<file path="src/hdl/sram_test_pkg.sv">
package sram_test_pkg;

  // number of data patterns in one full run
  localparam int pattern_count = 6;

  // data patterns, applied in this order
  typedef enum logic [2:0] {
    pat_zeros       = 3'd0,
    pat_ones        = 3'd1,
    // bit 0 low, then alternating
    pat_checker_a   = 3'd2,
    // bit 0 high, then alternating
    pat_checker_b   = 3'd3,
    pat_address     = 3'd4,
    pat_address_inv = 3'd5
  } pattern_id_t;

  // test sequencer states
  typedef enum logic [2:0] {
    seq_start      = 3'd0,
    seq_write      = 3'd1,
    seq_write_hold = 3'd2,
    seq_read       = 3'd3,
    seq_read_hold  = 3'd4,
    seq_done       = 3'd5,
    seq_halt       = 3'd7
  } seq_state_t;

  // chip control pins, all active low
  typedef struct packed {
    logic we_n;
    logic oe_n;
    logic ce_n;
  } sram_strobes_t;

endpackage

</file>
<file path="src/hdl/pattern_gen.sv">
`timescale 1ns/1ps

module pattern_gen #(
  parameter int ADDR_BITS = 20,
  parameter int DATA_BITS = 16
) (
  input  logic                       clk,
  input  logic                       reset,
  input  logic                       restart,
  input  logic                       next,
  input  logic [ADDR_BITS-1:0]       addr,
  output logic [DATA_BITS-1:0]       data,
  output sram_test_pkg::pattern_id_t pattern_id,
  output logic                       last_pattern
);

  // wide enough to hold either the address or a data word
  localparam int EXT_BITS = (ADDR_BITS > DATA_BITS) ? ADDR_BITS : DATA_BITS;

  typedef logic [DATA_BITS-1:0] data_t;
  typedef logic [EXT_BITS-1:0]  ext_t;

  localparam sram_test_pkg::pattern_id_t final_pattern =
    sram_test_pkg::pattern_id_t'(sram_test_pkg::pattern_count - 1);

  ext_t  addr_ext;
  data_t addr_word;
  data_t checker_a;

  // current pattern
  always_ff @(posedge clk or posedge reset) begin
    if (reset) begin
      pattern_id <= sram_test_pkg::pat_zeros;
    end else if (restart) begin
      pattern_id <= sram_test_pkg::pat_zeros;
    end else if (next) begin
      if (pattern_id == final_pattern) begin
        pattern_id <= sram_test_pkg::pat_zeros;
      end else begin
        pattern_id <= sram_test_pkg::pattern_id_t'(pattern_id + 3'd1);
      end
    end
  end

  assign last_pattern = (pattern_id == final_pattern);

  // address zero-extended or cut down to the data width
  assign addr_ext  = ext_t'(addr);
  assign addr_word = addr_ext[DATA_BITS-1:0];

  // odd bits set, even bits clear
  always_comb begin
    for (int i = 0; i < DATA_BITS; i++) begin
      checker_a[i] = (i % 2) == 1;
    end
  end

  always_comb begin
    case (pattern_id)
      sram_test_pkg::pat_zeros:       data = '0;
      sram_test_pkg::pat_ones:        data = '1;
      sram_test_pkg::pat_checker_a:   data = checker_a;
      sram_test_pkg::pat_checker_b:   data = ~checker_a;
      sram_test_pkg::pat_address:     data = addr_word;
      sram_test_pkg::pat_address_inv: data = ~addr_word;
      default:                        data = '0;
    endcase
  end

endmodule

</file>
<file path="config.mk">
export PLATFORM = sky130hd
export DESIGN_NAME = pattern_gen
export DESIGN_NICKNAME = d
export VERILOG_FILES = /design/src/hdl/sram_test_pkg.sv /design/src/hdl/pattern_gen.sv
export SDC_FILE = /design/constraint.sdc
export NUM_CORES = 1
export LEC_CHECK = 0
export BUFFER_PORTS_ARGS = -buffer_cell sky130_fd_sc_hd__buf_2
export CELL_PAD_IN_SITES_DETAIL_PLACEMENT = 1
export CELL_PAD_IN_SITES_GLOBAL_PLACEMENT = 2
export CORE_MARGIN = 5
export CORE_UTILIZATION = 24
export CTS_CLUSTER_SIZE = 30
export DETAILED_ROUTE_END_ITERATION = 6
export PLACE_DENSITY_LB_ADDON = 0.25
export SYNTH_ARGS = -nofsm -noshare
export SYNTH_HDL_FRONTEND = slang
export SYNTH_SLANG_ARGS = --single-unit
</file>
<file path="constraint.sdc">
create_clock -name clk -period 4.1 [get_ports clk]
set_input_delay 0.205 -clock clk [delete_from_list [all_inputs] [get_ports clk]]
set_output_delay 0.205 -clock clk [all_outputs]
set_load 0.05 [all_outputs]
</file>
# Yosys cells after proc, flatten, opt, wreduce, memory -nomap -nowiden
# Index checks and enable logic that the tools add are counted.
[word_totals] reg_bits=3 in_bits=24 output_inout_bits=20 word_cells=13
[op_classes] add_sub_neg=1 n_eq_ne=5 mux=4 bitwise_logic=1 n_reduce_logical=1
[ops] operator="one-hot mux 16 bit (5 select lines)" n=1
[ops] operator="NOT 16 bit" n=1
[ops] operator="2-to-1 mux 3 bit" n=3
[ops] operator="equality test 3 x 2 -> 1 bit, second input constant" n=2
[ops] operator="equality test 3 bit, second input constant" n=2
[ops] operator="adder 3 x 1 -> 3 bit, second input constant" n=1
[ops] operator="equality test 3 x 1 -> 1 bit, second input constant" n=1
[ops] operator="nonzero test 2 bit" n=1

# Longest topological paths before layout
[depth] depth_word=4 depth_mapped=6 mapped_depth_nobuf=4

# Least setup slack after synthesis
# No wires, ideal clock.
[synth_timing] kind="register to output" start="register pattern_id[1]" end="output data[0]" t_arrival_ps=1818 required_time_ps=3895 path_slack_ps=2077 path_stages_with_launch=7 n_path_buf=3 cell_sequence="dfrtp_1 > buf_6 > buf_6 > and2_1 > ha_1 > buf_1 > a211o_1"
[synth_via] elab_chain_len=2 elab_cells_between_ends=6 classes_between="eq/ne (5); mux (1)"
[synth_lines] item="start: declaration" line="pattern_gen.sv:13" rtl="output sram_test_pkg::pattern_id_t pattern_id,"
[synth_lines] item="start signal: assignment" line="pattern_gen.sv:33" rtl="pattern_id <= sram_test_pkg::pat_zeros;"
[synth_lines] item="start signal: assignment" line="pattern_gen.sv:35" rtl="pattern_id <= sram_test_pkg::pat_zeros;"
[synth_lines] item="start signal: assignment" line="pattern_gen.sv:38" rtl="pattern_id <= sram_test_pkg::pat_zeros;"
[synth_lines] item="equality test 3 bit (tied with other cells)" line="pattern_gen.sv:59" rtl="case (pattern_id)"
[synth_lines] item="one-hot mux 16 bit (5 select lines) (*)" line="pattern_gen.sv:59"
[synth_lines] item="end: declaration" line="pattern_gen.sv:12" rtl="output logic [DATA_BITS-1:0] data,"
# Mark *: on every way between the ends. The rest lies on a longest branch, timed or not.

# Worst setup path after layout
[layout_timing] start="register pattern_id[2]" end="output data[2]"
# Same word-level chain as after synthesis.

==> impl_metrics.py <==
metrics = {
    "final_layout": {
        "synthToLayoutAreaGrowth_pct": 24.02,
        "reg_top3": "pattern_id (3)",
        "regMostFlops": "pattern_id",
        "final_layout_size_suffix_gt1_frac": 0.3818,
        "antennaDiodeCount": 0,
        "fill_cells": 347,
        "layout.nets": 136,
        "largest_reg_flops": 3,
    },
    "yosys": {
        "synth-edff-count": 0,
        "syn-cell-area_um2": 703.2,
        "synth_top_area_frac": 0.1441,
        "synth_nets": 104,
        "yosysMostFrequentCell": "or3b_1",
        "synthFlopType": "dfrtp_1",
        "ys_warn_count": 0,
        "ys_types": 23,
        "async_flop_share": 1.000,
        "avgSynthCellArea_um2": 8.901,
        "ys_seq_area_frac": 0.1068,
        "yosysTopAreaCell": "nand4bb_1",
        "syn_inst": 79,
        "synth-seq-cells": 3,
        "synthTopCellsByCount": "or3b_1, nand4bb_1",
        "synthTopCellsByArea": "nand4bb_1, and4bb_1, or3b_1, dfrtp_1, a211o_1",
    },
    "detailed_routing": {
        "wl_per_cell_um": 14.89,
        "ant_nets": 0,
        "dr_total_vias": 750,
        "drt-initial-drc-count": 58,
        "drcViolationCount": 0,
        "drt-total-wl_um": 2100,
        "dr.pass1.iters": 3,
        "vias_per_cell": 5.319,
    },
    "sta": {
        "fmax_ghz": 0.4349,
        "timing.final.crit_share": 0.5608,
        "hold_viol": 0,
        "fin_skew_ns": 0.004680,
        "rsz0062_at_grt": "false",
        "worst_slew_pin_slew_ns": 0.8235,
        "relSlewSlack": 0.4510,
        "setup_viol": 0,
        "drv_slew": 0,
        "hold_slack_ns": 0.1827,
        "period_needed_ns": 2.299,
        "fin_ws_ns": 1.801,
        "setup_tns_ns": 0,
    },
    "clock_network": {
        "cts-root-buf": "clkbuf_4",
        "htree_levels": 1,
        "clk_latency_ns": 0.23,
        "clkSinkCount": 3,
        "clk_pin_slew_worst_paths_ns": 0.04,
        "cts_tree": "yes",
        "post_cts_buffers": 0,
        "numCtsBuffers": 3,
        "cts_max_path_buffers": 2,
    },
    "power_and_ir_drop": {
        "p_per_area_mw_per_mm2": 323.7,
        "combinationalPowerShare": 0.661,
        "total_power_w": 0.0002823,
        "p_leak_nw": 0.4628,
        "power_frac_clock": 0.182,
        "internal_power_w": 0.0001220,
        "p_seq_frac": 0.158,
        "switchingPower_w": 0.0001603,
        "p_sw_frac": 0.5677,
        "vdd_drop_max_mv": 0.2331,
    },
    "setup_path": {
        "r2r_setup_slack_ns": 2.18,
        "critPathRequiredTime_ns": 3.89,
        "max_stage_delay_ns": 0.87,
        "crit_type": "reg2out",
        "cp_slowest_cell": "dfrtp_1",
        "ff2ff_path_depth": 4,
        "worst_setup_path_start_kind": "flop",
        "cp_top_family": "flip-flops",
        "critPathBufInv": 2,
        "r2r-end": "pattern_id[2]",
        "cp-end-kind": "output port",
        "regToRegStartpoint": "pattern_id[2]",
        "crit_chain": "inv_1 > ha_1 > a211o_1 > buf_2",
        "cp.arrival_ns": 2.09,
        "cp_max_fo": 30,
    },
    "grt": {
        "grt_pass1_wl_um": 3588,
        "gr-total-overflow": 0,
        "track_usage": 0.1024,
        "antenna_found_initial": 0,
        "grt_pass1_vias": 797,
        "grt_start_max_net_pins": 34,
    },
    "place": {
        "port_buffers": 39,
        "gp_congestion": 0.6210,
        "hpwl_um": 1486,
        "dp_slack_ns": 2.007,
    },
    "hold_path": {
        "hold_start": "restart",
        "holdPathEnd": "pattern_id[1]",
        "hp-class": "in2reg",
        "whs_path_depth": 2,
    },
    "die": {
        "die-area_mm2": 0.004113,
        "die_w_um": 64.13,
        "num_io_pins": 44,
        "die_h_um": 64.13,
        "initial_core_util": 0.2528,
        "row_count": 19,
        "core_mm2": 0.002781,
    },
    "status": {
        "status": "completed",
    },
    "job": {
        "drv_cap": 0,
    },
}
==> routing by layer <==
metal | share of wire | routed length [um] | track usage
met1 | 0.43 | 906 | 0.1270
met5 | 0 | 0 | 0
met2 | 0.51 | 1075 | 0.1809
met4 | 0 | 0 | 0.007634
met3 | 0.056 | 118 | 0.03152
==> cell type report <==
cell class | count | area, um^2 | area share
multi-input cells | 61 | 519.2 | 0.5954
clock buffers | 4 | 26.28 | 0.03013
repair buffers | 40 | 205.2 | 0.2353
inverters | 2 | 7.507 | 0.008608
well taps | 31 | 38.79 | 0.04448
flip-flops and latches | 3 | 75.07 | 0.08608
==> worst max-delay path by stage <==
stage | slack [ns] | end | cells after the start | start
2_1_floorplan | 2.08 | data[0] | 6 | pattern_id[1]
3_3_place_gp | 2.06 | data[6] | 4 | pattern_id[2]
3_5_place_dp | 2.01 | data[6] | 4 | pattern_id[2]
4_1_cts | 1.75 | data[2] | 4 | pattern_id[2]
5_1_grt | 1.60 | data[14] | 4 | pattern_id[2]
6_report | 1.80 | data[2] | 4 | pattern_id[2]
==> cell usage in the layout, fill, tap and decap left out, drive strengths merged <==
cell | netlist | final
buf | 11 | 39
or3b | 11 | 11
nand4bb | 9 | 9
nand2 | 8 | 8
and4bb | 8 | 8
a211o | 8 | 8
nand4 | 8 | 8
clkbuf | 2 | 4
dfrtp | 3 | 3
inv | 2 | 2
and3b | 1 | 1
o32ai | 1 | 1
a21bo | 1 | 1
a21oi | 1 | 1
and2 | 1 | 1
and2b | 1 | 1
xnor2 | 1 | 1
nor2 | 1 | 1
ha | 1 | 1
dlygate4sd3 | 0 | 1
==> power groups by stage <==
stage	Sequential (W)	Combinational (W)	Clock, W
finish	0.0000445	0.000186	0.0000514
global route	0.0000466	0.000198	0.0000567
CTS	0.0000449	0.000189	0.0000537
detailed placement	0.0000452	0.000188	0
global placement	0.0000446	0.000185	0
floorplan	0.0000405	0.000154	0
==> cells by family (layout without fill, tap and decap cells) <==
group	Yosys count	after routing	synth area share
flops	3	3	0.1068
compound gates	11	11	0.1335
fa+ha+maj	1	1	0.01779
buf+inv	15	46	0.1548
xor+xnor	1	1	0.01246
simple gates	48	48	0.5748
==> per-stage QoR <==
stage / cells / util / instance area (um^2)
final: 141 / 0.3135 / 872.1
after global routing: 141 / 0.3135 / 872.1
after CTS: 141 / 0.3135 / 872.1
after detailed placement: 136 / 0.3005 / 835.8
after global placement: 136 / 0.3005 / 835.8
after floorplan: 79 / - / 703.2
==> what timing repair did <==
action	4_1_cts	5_1_grt
resized for setup	0	0
hold buffers	1	0
hold endpoints to repair	3	0
Note: power is estimated with default switching activity, not from simulation.
