===== src/hdl/addr_iter.sv =====
`timescale 1ns/1ps

module addr_iter #(
  parameter int ADDR_BITS = 20
) (
  input  logic                 clk,
  input  logic                 reset,
  input  logic                 next,
  output logic [ADDR_BITS-1:0] addr,
  output logic                 last_addr
);

  typedef logic [ADDR_BITS-1:0] addr_t;

  addr_t count;

  // free-running over the whole space, wraps from max back to 0
  always_ff @(posedge clk or posedge reset) begin
    if (reset) begin
      count <= '0;
    end else if (next) begin
      count <= count + addr_t'(1);
    end
  end

  assign addr = count;

  // all ones is the last address
  assign last_addr = &count;

endmodule


===== config.mk =====
export PLATFORM = sky130hd
export DESIGN_NAME = addr_iter
export DESIGN_NICKNAME = d
export VERILOG_FILES = /design/src/hdl/addr_iter.sv
export SDC_FILE = /design/constraint.sdc
export NUM_CORES = 1
export LEC_CHECK = 0
export ABC_AREA = 1
export BUFFER_PORTS_ARGS = -buffer_cell sky130_fd_sc_hd__buf_2
export CAP_MARGIN = 20
export CORE_ASPECT_RATIO = 0.6
export CORE_MARGIN = 5
export CORE_UTILIZATION = 47
export DETAILED_ROUTE_END_ITERATION = 7
export GPL_TIMING_DRIVEN = 1
export MAX_ROUTING_LAYER = met4
export PLACE_DENSITY = 0.77
export REMOVE_ABC_BUFFERS = 1
export SYNTH_ARGS = -nofsm -noshare
export SYNTH_HDL_FRONTEND = slang
export SYNTH_SLANG_ARGS = --single-unit
export TNS_END_PERCENT = 1

===== constraint.sdc =====
create_clock -name clk -period 1.15 [get_ports clk]
set_input_delay 0.23 -clock clk [delete_from_list [all_inputs] [get_ports clk]]
set_output_delay 0.23 -clock clk [all_outputs]
set_load 0.1 [all_outputs]

==> summary.md, run 1 <==
| Metric | Value |
|---|---|
| Status | stopped before the end |
| Fail Step | global routing (5_1_grt) |
| Stop err | [ERROR DPL-0033] detailed placement checks failed during check placement. |
| Synth area leaders | dfrtp_1 47%, nand2_1 12%, xor2_1 7.4% |
| Worst_ep kind | primary output |
| Sequential area share after synthesis | between 40% and 50% |
| Total CTS buffers | 3 |
| Initial Utilization | approximately half |
| Worst_ep grt | last_addr |
| Die Height | between 40 and 50 µm |
| RD Place Congestion | between 0.9 and 1 |
| #FFs+latches synth | 20 |
| Area leader, netlist | dfrtp_1 |
| Post-Synth Adder-Cell Area | 1.178% |
| Clock sinks | 20 |
| Max clock buf depth | 2 |
| Post-Syn Area per Cell | 8.364 µm² |
| FP Rows | 13 |
| Synth top area share | a little under half |
| Clk root buf | clkbuf_8 |
| Cell variety after synth | 15 |
| Buffers on Ports | 23 |
| Hpwl dp | 2747 µm |
| Synth Area in Compound Gates | 0% |
| Initial antenna violation count | 0 |
| Syn Inst Count | around 130 |
| Simple-Gate Fraction of Synth Area | between 30% and 40% |
| I/O pins | 24 |
| Multiplexer share of the synthesized area | 0% |
| Clock H-tree levels | 1 |
| Post-synthesis xor/xnor area fraction | between 10 and 15% |
| Die X | 71.38 µm |
| Pin count of the biggest net entering global routing | 21 |
| Main combinational cell family by area after synthesis | simple AND/OR/NAND/NOR gates |
| Synth Warn # | 0 |
| Netlist Area Pre-Place | around 1100 µm² |
[timing repair]
item	in CTS
setup buffers	3
pin swaps	9
hold buffers	1
setup endpoints to repair	38
endpoints found under the hold margin	20
resized for setup	34
[cells in the mapped netlist]
cell type and n:
nand3b_1 3, nand3_1 6, xnor2_1 4, inv_1 14, nor2_2 4, nand2_1 33, nand2_2 5, nand3_2 1
nor2_1 18, nand4_1 2, dfrtp_1 20, nor3_1 3, ha_1 1, nor2_4 4, xor2_1 9
[kinds of logic after synthesis]
kind of cell               count (synthesis)
and+or+nand+nor                           79
xor gates and xnor gates                  13
buffers and inverters                     14
DFF                                       20
adders and majority gates                  1
[per-stage QoR]
stage / setup WS (ns) / hold WS (ns) / cell area (µm²) / utilization [%] / cells
after detailed placement: -0.3099 / 0.2747 / 1778 / 82.19 / 213
after CTS: -0.4938 / 0.2698 / 2007 / 92.77 / 221
after floorplan: -1.907 / 0.1938 / 1062 / - / 127
after global placement: -0.2161 / 0.2650 / 1778 / 82.19 / 213
==> run 2: changes to the inputs <==
--- a/config.mk
+++ b/config.mk
@@ -8,13 +8,11 @@
 export ABC_AREA = 1
 export BUFFER_PORTS_ARGS = -buffer_cell sky130_fd_sc_hd__buf_2
 export CAP_MARGIN = 20
-export CORE_ASPECT_RATIO = 0.6
-export CORE_MARGIN = 5
-export CORE_UTILIZATION = 47
+export CORE_AREA = 5 5 66 68
 export DETAILED_ROUTE_END_ITERATION = 7
+export DIE_AREA = 0 0 71 73
 export GPL_TIMING_DRIVEN = 1
-export MAX_ROUTING_LAYER = met4
-export PLACE_DENSITY = 0.77
+export PLACE_DENSITY_LB_ADDON = 0.15
 export REMOVE_ABC_BUFFERS = 1
 export SYNTH_ARGS = -nofsm -noshare
 export SYNTH_HDL_FRONTEND = slang
==> constraint.sdc (replaced) <==
create_clock -name clk -period 1.5 [get_ports clk]
set_input_delay 0.3 -clock clk [delete_from_list [all_inputs] [get_ports clk]]
set_output_delay 0.3 -clock clk [all_outputs]
set_load 0.1 [all_outputs]
==> summary.md, run 2 <==
| Metric | Value |
|---|---|
| Final worst slack | -0.1441 ns |
| Fillers | 380 |
| Synth top area share | 47.11% (unchanged) |
| Post-route minimum period | roughly 1.6 ns |
| TritonRoute pass-1 iters | 4 |
| Fraction of layout cells with a size suffix above 1 | around 41% |
| Area leader, netlist | dfrtp_1 |
| Buffers on Ports | 23 (unchanged) |
| Max reg flops | 20 |
| I/O pins | 24 (unchanged) |
| Clk slew on worst S/H paths | ~0.080 ns |
| DRC Markers | 0 |
| Die Area | 5183 µm² |
| Reg2reg path depth | 10 |
| Setup TNS | -0.2090 ns |
| Internal reg-to-reg setup slack | -0.03 ns |
| Status | complete, but fails checks |
| Crit path DAT | around 1.3 ns |
| VDD IR-drop max | around 0.9 mV |
| Initial Utilization | 27.96% (-21 points) |
| Max Cap Violations | 0 |
| Worst r2r dst | addr[14] |
| Final Instance Count excl. Fillers | 230 |
| Clock Skews | 0.004503 ns |
| Die Height | 73 µm (+56%) |
| Pin count of the biggest net entering global routing | 21 |
| PD cells | 1394 nW/µm² |
| Final hold violations | 0 |
| Die X | 71 µm (-0.53%) |
| GRT overflow | 0 |
| Vias in the first global route | ~1000 |
| Most used DFF post-synth | dfrtp_1 |
| Commonest non-fill, non-tap cell in the layout | nand2_1 |
| Worst-margin pin slew | 0.4893 ns |
| Cell variety after synth | 15 (unchanged) |
| Max Clk Rate | slightly above 0.6 GHz |
| EDFF count, synth | 0 (unchanged) |
| Slew Limit Fails | 0 |
| Netlist Area Pre-Place | 1062 µm² (unchanged) |
| Nets | 186 |
| Clk root buf | clkbuf_8 |
| RD Place Congestion | 0.7950 (-14%) |
| Reg2Reg Launch Point | addr[0] |
| Area of the multi-input gates | between 500 and 600 µm² |
| Hold Buf Count CTS | 0 (-1) |
| Register area | between 500 and 600 µm² |
| CP max FO | 2 |
| Drt initial violations | 47 |
| Vias | 960 |
| CORE AREA | roughly 3800 µm² |
| Failing checks | setup timing |
| #FFs+latches synth | 20 (unchanged) |
| Final worst path period share | 109.6% |
| Hpwl dp | 2100 µm (-24%) |
| CTS tree | done |
| FP Rows | 23 (+10) |
| Crit path launch type | register |
| GRT Overall Usage | about 11% |
| Hold_ws | 0.05482 ns |
| RSZ-0062 raised after global routing | true |
| Clock H-tree levels | 1 (unchanged) |
| Vias per cell | 4.174 |
| Synth Warn # | 0 (unchanged) |
| Area delta synth->final | 63.02% |
| Post-synth ARST share | 100.0% (unchanged) |
| Global-route wire length before repair | 4512 µm |
| Crit path kind | reg -> out |
| Antenna-violating nets left | 0 |
| Syn Inst Count | 127 (unchanged) |
| Dpl cells | 223 (+4.7%) |
| Leakage | ~0.84 nW |
| Most frequent cells in the layout | 33 x nand2_1, 28 x buf_4, 20 x dfrtp_1 |
| Synth top cells by count | 33 x nand2_1, 20 x dfrtp_1, 18 x nor2_1, 14 x inv_1, 9 x xor2_1 |
| CP Capture Type | output port |
| Slew headroom | roughly two thirds |
| Final wirelength | roughly 2600 µm |
| Clock latency on the worst-skew pair | about 0.26 ns |
| Max clock buf depth | 2 (unchanged) |
| WP data required | ~1.2 ns |
| Total CTS buffers | 3 (unchanged) |
| Avg WL per Cell | roughly 12 µm |
| Initial antenna violation count | 0 |
| Sequential area share after synthesis | 47.11% (unchanged) |
| HP Class | in -> async |
| Final setup violation count | 4 |
| Crit path from | addr[0] |
| Cell with the most instances after synthesis | nand2_1 |
| Synth area leaders | dfrtp_1 47%, nand2_1 12%, xor2_1 7.4% |
| # diodes | 0 |
| Clock sinks | 20 (unchanged) |
| Post-Syn Area per Cell | 8.364 µm² (unchanged) |
run 2: cell counts after synthesis:
No cell type changed its count.
run 2: cell type report:
class                           instances  share of cell area (%)
Timing Repair Buffer                   50                   30.78
Multi-Input combinational cell         93                   31.29
Inverter                               14                   3.035
Tap cell                               50                   3.613
Sequential cell                        20                   28.90
Clock buffer                            3                   2.384
run 2: kinds of logic (layout without fill, tap and decap cells):
kind of cell / count (synthesis) / after routing / synth area share, %
and+or+nand+nor: 79 / 79 / 36.04
DFF: 20 / 20 / 47.11
buffers and inverters: 14 / 67 / 4.947
xor gates and xnor gates: 13 / 13 / 10.72
adders and majority gates: 1 / 1 / 1.178
run 2: what timing repair did:
| action | 4_1_cts | 5_1_grt |
|---|---|---|
| resized for setup | 6 | 5 |
| setup buffers | 4 | 0 |
| setup endpoints to repair | 1 | 5 |
| pin swaps | 4 | 2 |
| endpoints found under the hold margin | 0 | 0 |
run 2: critical path: stages, from the launching register on:
cell and delay (ns):
dfrtp_1 0.36, ha_2 0.19, inv_2 0.04, nor2_4 0.08
nand3_2 0.10, nor2_4 0.12, buf_12 0.18
run 2: power breakdown:
part	total [mW]	switching, mW	leakage, nW	internal (mW)
Clock	0.358	0.179	0.0216	0.179
Sequential	0.672	0.0489	0.269	0.623
Combinational	1.38	0.920	0.553	0.462
Total	2.41	1.15	0.843	1.26
run 2: worst max path at each step:
stage | slack [ns] | cells after the start | end
2_1_floorplan | -1.63 | 5 | last_addr
3_3_place_gp | 0.06 | 6 | last_addr
3_5_place_dp | 0.03 | 6 | last_addr
4_1_cts | -0.20 | 6 | last_addr
5_1_grt | -0.23 | 6 | last_addr
6_report | -0.14 | 6 | last_addr
run 2: metal layers:
metal  part of all wire [%]  vias to the layer above  routed length, µm  global-route usage [%]
li1                       -                      496                  -                       -
met1                     46                      446               1208                   13.19
met2                     50                       14               1313                   19.05
met3                    3.2                        4                 84                   2.204
met4                    1.6                        0                 43                   5.010
met5                      0                        -                  0                       0
run 2: stage by stage:
step | setup slack, ns | utilization (%) | area, µm² | total power [mW]
finish | -0.1441 | 45.59 | 1732 | 2.413
global route | -0.2346 | 45.59 | 1732 | 2.531
CTS | -0.2027 | 44.99 | 1709 | 2.436
detailed placement | 0.02540 | 42.72 | 1623 | 2.031
global placement | 0.05678 | 42.72 | 1623 | 2.024
floorplan | -1.627 | - | 1062 | 1.523
(Power assumes the default switching activity.)
==> run 3: changes to the inputs <==
--- a/config.mk
+++ b/config.mk
@@ -14,6 +14,7 @@
 export GPL_TIMING_DRIVEN = 1
 export PLACE_DENSITY_LB_ADDON = 0.15
 export REMOVE_ABC_BUFFERS = 1
+export SETUP_SLACK_MARGIN = 0.5
 export SYNTH_ARGS = -nofsm -noshare
 export SYNTH_HDL_FRONTEND = slang
 export SYNTH_SLANG_ARGS = --single-unit
==> summary.md, run 3 (same netlist as run 2, synthesis figures left out) <==
| Metric | Value |
|---|---|
| Status | complete, but fails checks |
| Failing checks | setup timing |
| Reg2reg path depth | 10 (unchanged) |
| Antenna-violating nets left | 0 (unchanged) |
| Crit path kind | reg -> out |
| Vias per cell | 4.322 (+3.5%) |
| VDD IR-drop max | 0.9948 mV (+8.7%) |
| Final Instance Count excl. Fillers | 230 (unchanged) |
| Crit path launch type | register |
| Crit path DAT | 1.37 ns (+0.03 ns) |
| Global-route wire length before repair | 4636 µm (+2.7%) |
| Fillers | 356 (-6.3%) |
| Initial antenna violation count | 0 (unchanged) |
| CORE AREA | 3799 µm² (unchanged) |
| RSZ-0062 raised after global routing | true |
| Design Area, Final | 2019 µm² (+17%) |
| Worst-margin pin slew | 0.2783 ns (-0.2110 ns) |
| Max Cap Violations | 0 (unchanged) |
| HP Class | in -> async |
| Register area | 500.5 µm² (unchanged) |
| DRC Markers | 0 (unchanged) |
| Hpwl dp | 2100 µm (unchanged) |
| Clock sinks | 20 (unchanged) |
| # diodes | 0 (unchanged) |
| CP max FO | 3 (+1) |
| Pin count of the biggest net entering global routing | 21 (unchanged) |
| Vias in the first global route | 1052 (+2.2%) |
| TritonRoute pass-1 iters | 4 (unchanged) |
| Leakage | 0.9406 nW (+12%) |
| Buffers on Ports | 23 (unchanged) |
| Final setup violation count | 1 (-3) |
| Internal reg-to-reg setup slack | 0.02 ns (+0.05 ns) |
| Die X | 71 µm (unchanged) |
| WP data required | 1.20 ns (about the same) |
| Worst r2r dst | addr[14] |
| Clock latency on the worst-skew pair | 0.26 ns (about the same) |
| Most frequent cells in the layout | 26 x nand2_1, 21 x buf_12, 20 x dfrtp_1, 20 x buf_6, 13 x inv_1 |
| Total CTS buffers | 3 (unchanged) |
| I/O pins | 24 (unchanged) |
| Clock Skews | 0.004115 ns (-0.0003880 ns) |
| Avg WL per Cell | 12.23 µm (+6.2%) |
| Clk slew on worst S/H paths | 0.08 ns (about the same) |
| Max Clk Rate | 0.5977 GHz (-1.7%) |
| Drt initial violations | 49 (+4.3%) |
| Slew headroom | 81.44% (+14 points) |
| Final hold violations | 0 (unchanged) |
| Fraction of layout cells with a size suffix above 1 | 50.00% (+9.4 points) |
| Pwr Total | 2.687 mW (+11%) |
| Final wirelength | 2814 µm (+6.2%) |
| FP Rows | 23 (unchanged) |
| Setup TNS | -0.1732 ns (+0.03586 ns) |
| CTS tree | done |
| CP Capture Type | output port |
| GRT Overall Usage | 11.33% (+0.32 points) |
| RD Place Congestion | 0.7950 (unchanged) |
| Vias | 994 (+3.5%) |
| Clock H-tree levels | 1 (unchanged) |
| Post-route minimum period | 1.673 ns (+0.02903 ns) |
| Utilization after layout | 53.16% (+7.6 points) |
| Area delta synth->final | 90.11% |
| Dpl cells | 223 (unchanged) |
| Pre-CTS setup slack | 0.02540 ns (unchanged) |
| Initial Utilization | 27.96% (unchanged) |
| Final worst path period share | 111.5% (+1.9 points) |
| Clk root buf | clkbuf_8 |
| Die Height | 73 µm (unchanged) |
| Die Area | 5183 µm² (unchanged) |
| Reg2Reg Launch Point | addr[0] |
| Slew Limit Fails | 0 (unchanged) |
| Max clock buf depth | 2 (unchanged) |
| GRT overflow | 0 (unchanged) |
| Final worst slack | -0.1732 ns (-0.02903 ns) |
| Hold_ws | 0.05528 ns (+0.0004559 ns) |
| Placement Cell Area | 1623 µm² (unchanged) |
| PD cells | 1331 nW/µm² (-4.5%) |
| Nets | 186 (unchanged) |
| Max reg flops | 20 (unchanged) |
| Commonest non-fill, non-tap cell in the layout | nand2_1 |
| Area of the multi-input gates | 654.4 µm² (+21%) |
-- run 3: changes by cell type in the layout (fill, tap and decap cells not counted), moves of 2 or more --
cell,before,now
nand2_2,4,7
nor2_4,6,11
nor2_1,16,11
nand2_4,1,5
xnor2_1,4,2
nand3_1,5,3
buf_2,7,2
nand2_1,33,26
buf_12,14,21
xnor2_2,0,2
buf_4,28,7
buf_6,0,20
-- run 3: what timing repair did --
| action | in CTS | in global routing |
|---|---|---|
| buffers inserted | 4 | 0 |
| endpoints found under the setup margin | 39 | 39 |
| resized for setup | 40 | 44 |
| pin swaps | 9 | 23 |
| hold buffers | 0 | 0 |
-- run 3: per-layer routing --
metal	wire length, µm	GRT usage [%]
met2	1464	19.88
met3	93	2.342
met4	40	5.010
met5	0	0
met1	1216	13.36
-- run 3: final cells by class --
type                       count  share of cell area (%)
timing repair buffer          50                   35.07
multi-input combinational     93                   32.40
clock buffer                   3                   2.045
sequential                    20                   24.78
tap                           50                   3.098
inverter                      14                   2.602
-- run 3: critical path: stages, from the launching register on --
cell     delay [ns]
dfrtp_1        0.42
inv_1          0.10
nor3_2         0.19
nand3_2        0.11
nor2_4         0.12
buf_12         0.18
-- run 3: power by group --
group	internal, mW	switching (mW)
registers	0.623	0.0755
logic	0.611	1.01
clock network	0.179	0.185
total	1.41	1.27
-- run 3: how the worst max path moves through the flow --
stage	startpoint	slack [ns]	end	cells past startpoint
floorplan	addr[0]	-1.63	last_addr	5
global placement	addr[0]	0.06	last_addr	6
detailed placement	addr[0]	0.03	last_addr	6
CTS	addr[0]	-0.20	last_addr	6
global route	addr[19]	-0.27	last_addr	5
finish	addr[19]	-0.17	last_addr	5
==> run 4: changes to the inputs <==
--- a/config.mk
+++ b/config.mk
@@ -11,7 +11,7 @@
 export CORE_AREA = 5 5 66 68
 export DETAILED_ROUTE_END_ITERATION = 7
 export DIE_AREA = 0 0 71 73
-export GPL_TIMING_DRIVEN = 1
+export GPL_TIMING_DRIVEN = 0
 export PLACE_DENSITY_LB_ADDON = 0.15
 export REMOVE_ABC_BUFFERS = 1
 export SETUP_SLACK_MARGIN = 0.5
==> summary.md, run 4 (same netlist as run 2, synthesis figures left out) <==
| Metric | Value |
|---|---|
| Reg2reg path depth | 10 (unchanged) |
| Most frequent cells in the layout | 29 x nand2_1, 15 x buf_12, 14 x buf_4 |
| Final setup violation count | 4 (+3) |
| Fraction of layout cells with a size suffix above 1 | 50.00% (unchanged) |
| Pre-CTS setup slack | -0.2945 ns (-0.3199 ns) |
| CP max stage delay | 0.39 ns (-0.03 ns) |
| Crit path DAT | 1.34 ns (-0.03 ns) |
| GRT overflow | 0 (unchanged) |
| Reg2Reg Launch Point | addr[0] |
| Vias in the first global route | 982 (-6.7%) |
| Initial antenna violation count | 0 (unchanged) |
| M1 wire length | 1189 µm (-2.2%) |
| Setup TNS | -0.2620 ns (-0.08880 ns) |
| Slew Limit Fails | 0 (unchanged) |
| Avg WL per Cell | 11.65 µm (-4.8%) |
| Max Cap Violations | 0 (unchanged) |
| Clock Skews | 0.005346 ns (+0.001231 ns) |
| Crit path launch type | register |
| Commonest non-fill, non-tap cell in the layout | nand2_1 |
| Final Instance Count excl. Fillers | 226 (-1.7%) |
| Hpwl dp | 1766 µm (-16%) |
| CTS tree | done |
| Final worst slack | -0.1386 ns (+0.03455 ns) |
| Internal reg-to-reg setup slack | -0.05 ns (-0.07 ns) |
| Initial Utilization | 27.96% (unchanged) |
| Clock H-tree levels | 1 (unchanged) |
| HP Class | in -> async |
| Met2 routed wirelength | 1329 µm (-9.2%) |
| Max reg flops | 20 (unchanged) |
| Die X | 71 µm (unchanged) |
| Final wirelength | 2632 µm (-6.5%) |
| Global-route wire length before repair | 4478 µm (-3.4%) |
| GRT Overall Usage | 10.88% (-0.45 points) |
| Final worst path period share | 109.2% (-2.3 points) |
| Post-route minimum period | 1.639 ns (-0.03455 ns) |
| CP max FO | 3 (unchanged) |
| Dpl cells | 200 (-10%) |
| Clk slew on worst S/H paths | 0.08 ns (about the same) |
| WP data required | 1.20 ns (about the same) |
| Design Area, Final | 1866 µm² (-7.6%) |
| Antenna-violating nets left | 0 (unchanged) |
| Clock latency on the worst-skew pair | 0.26 ns (about the same) |
| TritonRoute pass-1 iters | 4 (unchanged) |
| PD cells | 1388 nW/µm² (+4.3%) |
| VDD IR-drop max | 1.321 mV (+33%) |
| Die Height | 73 µm (unchanged) |
| Vias | 961 (-3.3%) |
| Utilization after layout | 49.11% (-4.1 points) |
| Max clock buf depth | 2 (unchanged) |
| Failing checks | setup timing |
| FP Rows | 23 (unchanged) |
| CP Cell Sequence | ha_4 -> inv_2 -> nor2_4 -> nand3_2 -> nor2_4 -> buf_12 |
| I/O pins | 24 (unchanged) |
| Die Area | 5183 µm² (unchanged) |
| Hold Buf Count CTS | 0 (unchanged) |
| Met3 wire len | 99 µm (+6.5%) |
| # diodes | 0 (unchanged) |
| Max Clk Rate | 0.6103 GHz (+2.1%) |
| Worst-margin pin slew | 0.4889 ns (+0.2106 ns) |
| Leakage | 0.8520 nW (-9.4%) |
| RD Place Congestion | 0.7263 (-8.6%) |
| Area delta synth->final | 75.62% |
| Slew headroom | 67.63% (-14 points) |
| Crit path kind | reg -> out |
| Worst r2r dst | addr[14] |
| CP Capture Type | output port |
| Total CTS buffers | 3 (unchanged) |
| Clock sinks | 20 (unchanged) |
| Final hold violations | 0 (unchanged) |
| CORE AREA | 3799 µm² (unchanged) |
| Nets | 181 (-2.7%) |
| Status | complete, but fails checks |
| Critical Path Most Common Cell | nor2_4 |
| Clk root buf | clkbuf_8 |
| Buffers on Ports | 23 (unchanged) |
| Drt initial violations | 45 (-8.2%) |
| Pin count of the biggest net entering global routing | 21 (unchanged) |
| RSZ-0062 raised after global routing | true |
| DRC Markers | 0 (unchanged) |
| Max layer used | met4 |
| Slowest stage cell on the critical path | dfrtp_1 |
| Vias per cell | 4.252 (-1.6%) |
| Placement Cell Area | 1240 µm² (-24%) |
[run 4: per-layer routing]
metal	up-vias	track usage [%]
li1	486	-
met1	455	13.63
met2	18	18.85
met3	2	2.342
met4	0	3.132
met5	-	0
[run 4: worst max-delay path by stage]
stage	depth (start not counted)	start	slack (ns)	to
after global routing	6	addr[1]	-0.20	last_addr
after detailed placement	6	addr[0]	-0.29	last_addr
after floorplan	5	addr[0]	-1.63	last_addr
final	6	addr[1]	-0.14	last_addr
after CTS	6	addr[1]	-0.22	last_addr
after global placement	6	addr[0]	-0.27	last_addr
[run 4: timing repair]
| item | in CTS | in global routing |
|---|---|---|
| pin swaps | 15 | 7 |
| buffers inserted | 13 | 9 |
| gates resized for setup | 74 | 38 |
| endpoints found under the setup margin | 38 | 40 |
[run 4: metrics by stage]
step / hold WS [ns] / total power, mW
floorplan: 0.2638 / 1.523
global placement: 0.4710 / 1.670
detailed placement: 0.4913 / 1.680
CTS: 0.2183 / 2.531
global route: 0.09708 / 2.710
finish: 0.04611 / 2.590
[run 4: layout make-up]
class / count / area, µm²
fill: 364 / 1933
multi-input combinational: 93 / 621.8
timing repair buffer: 45 / 560.5
sequential: 20 / 509.2
tap: 50 / 62.56
inverter: 14 / 56.30
clock buffer: 4 / 55.05
[run 4: power breakdown]
part | switching (mW) | total (mW) | internal [mW]
sequential | 0.0821 | 0.708 | 0.626
combinational | 0.943 | 1.46 | 0.519
clock | 0.186 | 0.420 | 0.234
[run 4: critical path, delay by kind of cell, from the launching register on]
kind,cells,cell delay [ns]
AND/OR/NAND/NOR,3,0.31
flip-flops,1,0.39
buffers and inverters,2,0.22
adder cells (fa/ha/maj),1,0.15
